### config.mk
export PLATFORM = sky130hd
export DESIGN_NAME = peak_top
export DESIGN_NICKNAME = d
export VERILOG_FILES = /design/src/peak_pkg.sv /design/src/peak_top.sv /design/src/buf_peak_data.sv /design/src/peak_fifo.sv /design/src/tag_framer.sv
export SDC_FILE = /design/constraint.sdc
export NUM_CORES = 2
export LEC_CHECK = 0
export BUFFER_PORTS_ARGS = -buffer_cell sky130_fd_sc_hd__buf_2
export CAP_MARGIN = 20
export CORE_ASPECT_RATIO = 0.8
export CORE_UTILIZATION = 62
export DETAILED_ROUTE_END_ITERATION = 7
export PLACE_DENSITY = 0.79
export SYNTH_ARGS = -nofsm -noshare
export SYNTH_HDL_FRONTEND = slang
export SYNTH_HIERARCHICAL = 1
export SYNTH_SLANG_ARGS = --single-unit
export TNS_END_PERCENT = 100
### constraint.sdc
create_clock -name clk -period 15.06 [get_ports clk]
set_clock_uncertainty 0.15 [all_clocks]
set_input_delay 0.753 -clock clk [delete_from_list [all_inputs] [get_ports clk]]
set_output_delay 0.753 -clock clk [all_outputs]
set_load 0.005 [all_outputs]
### src/peak_pkg.sv
`default_nettype none

package peak_pkg;

  //////////////////////////////////////////////////
  // sizes
  //////////////////////////////////////////////////

  localparam int num_tags      = 10;
  localparam int num_channels  = 4;
  localparam int channel_width = 32;
  localparam int data_width    = num_channels * channel_width;
  localparam int read_width    = 16;
  localparam int num_slices    = data_width / read_width;
  localparam int frame_beats   = 4;
  localparam int fifo_depth    = 16;

  // derived widths
  localparam int pad_width      = data_width - num_tags;
  localparam int tag_id_width   = $clog2(num_tags);
  localparam int beat_cnt_width = $clog2(frame_beats);
  localparam int ptr_width      = $clog2(fifo_depth);
  localparam int slice_width    = $clog2(num_slices);

  // minimum amplitude in channel 0 bits 31..16 for a hit
  localparam logic [15:0] peak_threshold = 16'd2048;

  //////////////////////////////////////////////////
  // types
  //////////////////////////////////////////////////

  // one beat from framer to buffer
  typedef struct packed {
    logic [data_width-1:0] data;
    logic [num_tags-1:0]   tags;   // valid on last beat only
    logic                  last;
  } peak_beat_t;

  // auxiliary record written after each frame
  typedef struct packed {
    logic [pad_width-1:0] pad;
    logic [num_tags-1:0]  tags;
  } peak_aux_t;

  // fifo word, either raw samples or a tag record
  typedef union packed {
    logic [num_channels-1:0][channel_width-1:0] samples;  // channel 0 lowest
    peak_aux_t                                  aux;
  } fifo_word_u;

endpackage

`default_nettype wire
### src/peak_top.sv
`default_nettype none

module peak_top import peak_pkg::*; (
  input  logic                  clk,
  input  logic                  reset,

  // sample stream
  input  logic                  sample_valid,
  output logic                  sample_ready,
  input  logic [data_width-1:0] sample_data,

  // microcontroller bus
  input  logic                  rd_ena,
  output logic                  rd_ready,
  output logic [read_width-1:0] rd_data
);

  //////////////////////////////////////////////////
  // framer to buffer
  //////////////////////////////////////////////////

  peak_beat_t beat;
  logic       beat_valid;
  logic       beat_ready;

  // register stage, frame counting, tag detection
  tag_framer u_framer (
    .clk          (clk),
    .reset        (reset),
    .sample_valid (sample_valid),
    .sample_ready (sample_ready),
    .sample_data  (sample_data),
    .beat_valid   (beat_valid),
    .beat_ready   (beat_ready),
    .beat         (beat)
  );

  // fifo plus 16 bit serializer
  buf_peak_data u_buf (
    .clk        (clk),
    .reset      (reset),
    .beat_valid (beat_valid),
    .beat_ready (beat_ready),
    .beat       (beat),
    .rd_ena     (rd_ena),
    .rd_ready   (rd_ready),
    .rd_data    (rd_data)
  );

endmodule

`default_nettype wire

### src/buf_peak_data.sv
`default_nettype none

module buf_peak_data import peak_pkg::*; (
  input  logic                  clk,
  input  logic                  reset,
  input  logic                  beat_valid,
  output logic                  beat_ready,
  input  peak_beat_t            beat,
  input  logic                  rd_ena,
  output logic                  rd_ready,
  output logic [read_width-1:0] rd_data
);

  fifo_word_u wr_word;
  fifo_word_u head;
  logic       wr_en;
  logic       rd_en;
  logic       full;
  logic       empty;

  //////////////////////////////////////////////////
  // write side
  //////////////////////////////////////////////////

  logic                beat_fire;
  logic                aux_pend;
  logic                aux_wr;
  logic [num_tags-1:0] aux_tags;

  // stall beats while a tag record waits or fifo is full
  assign beat_ready = ~aux_pend & ~full;
  assign beat_fire  = beat_valid & beat_ready;
  assign aux_wr     = aux_pend & ~full;
  assign wr_en      = beat_fire | aux_wr;

  // pending tag record after a last beat
  always_ff @(posedge clk) begin
    if (reset) begin
      aux_pend <= 1'b0;
    end else if (aux_wr) begin
      aux_pend <= 1'b0;
    end else if (beat_fire && beat.last) begin
      aux_pend <= 1'b1;
    end
  end

  // tags of the closing beat
  always_ff @(posedge clk) begin
    if (beat_fire && beat.last) begin
      aux_tags <= beat.tags;
    end
  end

  // word mux, tag record wins while pending
  always_comb begin
    wr_word = '0;
    if (aux_pend) begin
      wr_word.aux.pad  = '0;
      wr_word.aux.tags = aux_tags;
    end else begin
      wr_word.samples = beat.data;
    end
  end

  peak_fifo u_fifo (
    .clk     (clk),
    .reset   (reset),
    .wr_en   (wr_en),
    .wr_word (wr_word),
    .full    (full),
    .rd_en   (rd_en),
    .head    (head),
    .empty   (empty)
  );

  //////////////////////////////////////////////////
  // microcontroller read side
  //////////////////////////////////////////////////

  logic                                   rd_ena_d;
  logic                                   rd_take;
  logic [slice_width-1:0]                 slice_idx;
  logic [num_slices-1:0][read_width-1:0]  head_slices;

  // slice 0 is the low 16 bits
  assign head_slices = head;

  // rising edge of rd_ena with data present
  assign rd_take  = rd_ena & ~rd_ena_d & ~empty;
  assign rd_en    = rd_take & (slice_idx == slice_width'(num_slices - 1));
  assign rd_ready = ~empty;

  always_ff @(posedge clk) begin
    if (reset) begin
      rd_ena_d <= 1'b0;
    end else begin
      rd_ena_d <= rd_ena;
    end
  end

  // output register and slice index
  always_ff @(posedge clk) begin
    if (reset) begin
      rd_data   <= '0;
      slice_idx <= '0;
    end else if (rd_take) begin
      rd_data   <= head_slices[slice_idx];
      // wraps to 0 on the pop
      slice_idx <= slice_idx + 1'b1;
    end
  end

endmodule

`default_nettype wire

### src/peak_fifo.sv
`default_nettype none

module peak_fifo import peak_pkg::*; (
  input  logic       clk,
  input  logic       reset,
  input  logic       wr_en,
  input  fifo_word_u wr_word,
  output logic       full,
  input  logic       rd_en,
  output fifo_word_u head,
  output logic       empty
);

  //////////////////////////////////////////////////
  // storage and pointers
  //////////////////////////////////////////////////

  fifo_word_u           mem [fifo_depth];
  logic [ptr_width-1:0] wr_ptr;
  logic [ptr_width-1:0] rd_ptr;
  logic [ptr_width:0]   count;

  logic wr_ok;
  logic rd_ok;

  // guard against misuse from the outside
  assign wr_ok = wr_en & ~full;
  assign rd_ok = rd_en & ~empty;

  assign full  = (count == (ptr_width + 1)'(fifo_depth));
  assign empty = (count == '0);

  // first word fall through
  assign head = mem[rd_ptr];

  // memory write
  always_ff @(posedge clk) begin
    if (wr_ok) begin
      mem[wr_ptr] <= wr_word;
    end
  end

  // pointers wrap since depth is a power of two
  always_ff @(posedge clk) begin
    if (reset) begin
      wr_ptr <= '0;
      rd_ptr <= '0;
    end else begin
      if (wr_ok) begin
        wr_ptr <= wr_ptr + 1'b1;
      end
      if (rd_ok) begin
        rd_ptr <= rd_ptr + 1'b1;
      end
    end
  end

  // occupancy
  always_ff @(posedge clk) begin
    if (reset) begin
      count <= '0;
    end else begin
      case ({wr_ok, rd_ok})
        2'b10:   count <= count + 1'b1;
        2'b01:   count <= count - 1'b1;
        default: count <= count;
      endcase
    end
  end

endmodule

`default_nettype wire

### src/tag_framer.sv
`default_nettype none

module tag_framer import peak_pkg::*; (
  input  logic                  clk,
  input  logic                  reset,
  input  logic                  sample_valid,
  output logic                  sample_ready,
  input  logic [data_width-1:0] sample_data,
  output logic                  beat_valid,
  input  logic                  beat_ready,
  output peak_beat_t            beat
);

  //////////////////////////////////////////////////
  // handshake
  //////////////////////////////////////////////////

  logic sample_fire;
  logic beat_fire;

  // accept when the output slot is free or drains this cycle
  assign sample_ready = ~beat_valid | beat_ready;
  assign sample_fire  = sample_valid & sample_ready;
  assign beat_fire    = beat_valid & beat_ready;

  //////////////////////////////////////////////////
  // tag detection
  //////////////////////////////////////////////////

  logic [tag_id_width-1:0] tag_id;
  logic [15:0]             amplitude;
  logic [num_tags-1:0]     hit_vec;

  // channel 0 carries id in low nibble, amplitude in top half
  assign tag_id    = sample_data[tag_id_width-1:0];
  assign amplitude = sample_data[channel_width-1 -: 16];

  // one-hot hit, ids 10..15 fall outside the vector
  always_comb begin
    for (int t = 0; t < num_tags; t++) begin
      hit_vec[t] = (tag_id == tag_id_width'(t)) && (amplitude >= peak_threshold);
    end
  end

  //////////////////////////////////////////////////
  // frame counter and tag accumulator
  //////////////////////////////////////////////////

  logic [beat_cnt_width-1:0] beat_cnt;
  logic                      last_now;
  logic [num_tags-1:0]       tag_acc;

  assign last_now = (beat_cnt == beat_cnt_width'(frame_beats - 1));

  // count accepted samples modulo frame length
  always_ff @(posedge clk) begin
    if (reset) begin
      beat_cnt <= '0;
    end else if (sample_fire) begin
      if (last_now) begin
        beat_cnt <= '0;
      end else begin
        beat_cnt <= beat_cnt + 1'b1;
      end
    end
  end

  // running OR of hits, cleared once the frame closes
  always_ff @(posedge clk) begin
    if (reset) begin
      tag_acc <= '0;
    end else if (sample_fire) begin
      if (last_now) begin
        tag_acc <= '0;
      end else begin
        tag_acc <= tag_acc | hit_vec;
      end
    end
  end

  //////////////////////////////////////////////////
  // output register
  //////////////////////////////////////////////////

  // valid flag
  always_ff @(posedge clk) begin
    if (reset) begin
      beat_valid <= 1'b0;
    end else if (sample_fire) begin
      beat_valid <= 1'b1;
    end else if (beat_fire) begin
      beat_valid <= 1'b0;
    end
  end

  // payload, held until the beat transfers
  always_ff @(posedge clk) begin
    if (sample_fire) begin
      beat.data <= sample_data;
      beat.tags <= tag_acc | hit_vec;
      beat.last <= last_now;
    end
  end

endmodule

`default_nettype wire

==> run summary <==
htree depth -> 4
Hold Path Class -> primary input to register
Worst setup EP type -> register
critical path peak fanout -> 44
Layout Nets -> 4182
vias per cell -> 6.822
Least-Margin Pin Slew -> 1.169 ns
core area -> 136700 sq um
max-capacitance violation count -> 0
top_reg_cell synth -> edfxtp_1
vias post-DR -> 41320
# Post-CTS Setup Buffers -> 0
CP Buf/Inv Count -> 3
CP top delay family -> buffers and inverters
total track usage -> 30.31%
syn avg cell area -> 23.31 sq um
initial antenna violation count -> 4
GRT overflow -> 0
chip width -> 418.2 um
CP most frequent cell -> buf_4
pre-CTS WS -> 9.354 ns
CTS-repair resized insts -> 0
final wirelength -> 208.1 mm
Final HPWL DP -> 98.99 mm
max_slew headroom -> 21.93%
Clock Pin Slew Worst Setup and Hold Paths -> 0.07 ns
Post-CTS Hold Fix Bufs -> 123
most frequent cells in the layout -> edfxtp_1 (2197), mux4_2 (587), clkbuf_16 (201)
row count -> 121
Initial Util -> 62.85%
library cells used by synthesis -> 63
setup slack after layout -> 9.363 ns
crit-path cells -> buf_4 -> buf_4 -> buf_4 -> mux4_2 -> mux4_2 -> mux2i_1 -> a22oi_1 -> a32o_1
Detailed Route Iter0 Violations -> 6084
area share of the largest cell type after synthesis -> 76.78%
commonest non-fill, non-tap cell in the layout -> edfxtp_1
Hold Vio Cnt, Final -> 0
largest net degree at the start of global routing -> 132
I/O pins -> 150
Final min period -> 5.697 ns
EDFF count, synth -> 2197
Lkg Pwr -> 29.65 nW
Post-Syn Area -> 85920 sq um
wire per inst -> 34.35 um
Post-Syn Nets -> 3829
gpl congestion -> 0.7669
share of cells above drive strength 1 -> 28.05%
Seq/Total Area, Yosys -> 77.97%
Power Dens Cells -> 129.8 nW/um^2
RSZ-0062 raised after global routing -> no
final-report max-slew violation count -> 0
Slowest-stage cell, CP -> dfxtp_4
Sink Count -> 2248
ranking of synthesized cells by area -> edfxtp_1 (77%), mux4_2 (15%), mux2i_1 (1.4%), nor2b_1 (1.3%), dfxtp_1 (1.2%)
global-route wire length before repair -> 298.7 mm
Arr. time, crit path -> 6.26 ns
root buf cell -> clkbuf_16
Num CTS Buffers -> 199
Layout area overhead -> 12.55%
Routed Antenna Nets -> 0
outcome -> complete, no violations
vias in the first global route -> 42624
worst skew pair latency -> 0.85 ns
Max IR drop VDD -> 0.1287 mV
drt pass-1 iters -> 6
die area -> 140100 sq um
# DRC -> 0
critical path class -> register to register
flops & latches, synth -> 2248
Mapped Cells -> 3686
period utilisation layout -> 37.83%
die height -> 335.0 um
final setup vio count -> 0
critical path required time -> 15.62 ns
CP peak stage delay -> 0.92 ns
async set-reset flop share out of synthesis -> 0%
YS warnings -> 6
CTS tree -> built
port buffer count -> 149
fmax -> 175.5 MHz
crit start category -> register
setup_tns -> 0 ns
Max clock buf depth -> 3
leading area contributor after synthesis -> edfxtp_1
==> per-layer routing <==
| metal | up-vias | GRT usage (%) | share of wire [%] |
|---|---|---|---|
| met5 | - | 0 | 0.033 |
| met4 | 4 | 12.88 | 4.0 |
| met3 | 453 | 5.257 | 9.6 |
| met2 | 2862 | 49.18 | 50 |
| met1 | 21681 | 41.33 | 36 |
| li1 | 16320 | - | - |
==> sequential cells by signal (all words and copies together) (netlist names), 2 cells and up, named ones only <==
| name | cells |
|---|---|
| u_buf/aux_tags | 10 |
| u_buf/rd_data | 16 |
| u_buf/slice_idx | 3 |
| u_buf/u_fifo/count | 5 |
| u_buf/u_fifo/mem | 2048 |
| u_buf/u_fifo/rd_ptr | 4 |
| u_buf/u_fifo/wr_ptr | 4 |
| u_framer/beat | 139 |
| u_framer/beat_cnt | 2 |
| u_framer/tag_acc | 10 |
==> power breakdown <==
group	switching, mW	internal (mW)	total (mW)
registers	0.0373	6.96	6.99
clock network	2.30	2.90	5.20
logic	0.237	0.114	0.351
total	2.58	9.97	12.5
==> cell type report <==
type / count / area [sq um]
clock buffers: 247 / 5323
multi-input cells: 1225 / 17990
fillers: 7583 / 40010
well taps: 1845 / 2308
flip-flops and latches: 2248 / 67020
diodes: 2 / 5.005
repair buffers: 352 / 2703
clock inverters: 125 / 1300
inverters: 13 / 56.30
==> cells in the mapped netlist, types with 4 or more instances <==
| cell type | number |
|---|---|
| edfxtp_1 | 2197 |
| mux4_2 | 587 |
| nor2b_1 | 175 |
| mux2i_1 | 122 |
| clkbuf_1 | 91 |
| a21oi_1 | 65 |
| a211oi_1 | 55 |
| dfxtp_1 | 51 |
| buf_2 | 49 |
| nor2_1 | 46 |
| nand2_1 | 31 |
| buf_4 | 28 |
| buf_1 | 18 |
| a32o_1 | 16 |
| a22oi_1 | 15 |
| inv_1 | 13 |
| mux2_2 | 12 |
| a21oi_2 | 11 |
| ha_1 | 11 |
| a22o_1 | 8 |
| buf_6 | 7 |
| nor3_1 | 6 |
| xor2_1 | 6 |
| a31o_2 | 5 |
| nand2b_1 | 4 |
| o21bai_1 | 4 |
==> worst register-to-register path, stage by stage, from the launching register on <==
cell and delay (ns):
dfxtp_4 0.92, buf_4 0.82, buf_4 0.88, buf_4 0.73
mux4_2 0.65, mux4_2 0.49, mux2i_1 0.42, a22oi_1 0.16
a32o_1 0.35
==> stage by stage <==
step | instances | utilization, % | hold WS [ns] | power (mW) | area, sq um
floorplan | 3686 | - | 0.2503 | 7.296 | 85920
global placement | 5553 | 64.94 | 0.2517 | 7.429 | 88780
detailed placement | 5554 | 64.95 | 0.2545 | 7.443 | 88800
CTS | 6049 | 70.70 | 0.01107 | 12.59 | 96650
global route | 6057 | 70.74 | 0.03860 | 12.83 | 96700
finish | 6057 | 70.74 | 0.06901 | 12.55 | 96700
==> worst paths after layout <==
kind                    start           endpoint  slack [ns]  depth (start not counted)
max reg2reg          register   u_buf/rd_data[8]        9.36                          8
min reg2reg  u_framer/beat[5]  u_buf/aux_tags[4]        0.27                          0
min           sample_data[46]  u_framer/beat[57]        0.07                          1
max                  register   u_buf/rd_data[8]        9.36                          8
==> cells by family (layout without fill, tap and decap cells) <==
logic type                 Yosys count  after routing  synth area share (%)
xor gates and xnor gates             9              9               0.09175
and+or+nand+nor                    286            286                 1.906
buffers and inverters              213            737                 1.252
other                                0              2                     0
DFF                               2248           2248                 77.97
adders and majority gates           11             11                0.1602
AOI/OAI and AO/OA                  198            198                 1.651
muxes                              721            721                 16.97
Power figures use the tool's default switching activity.
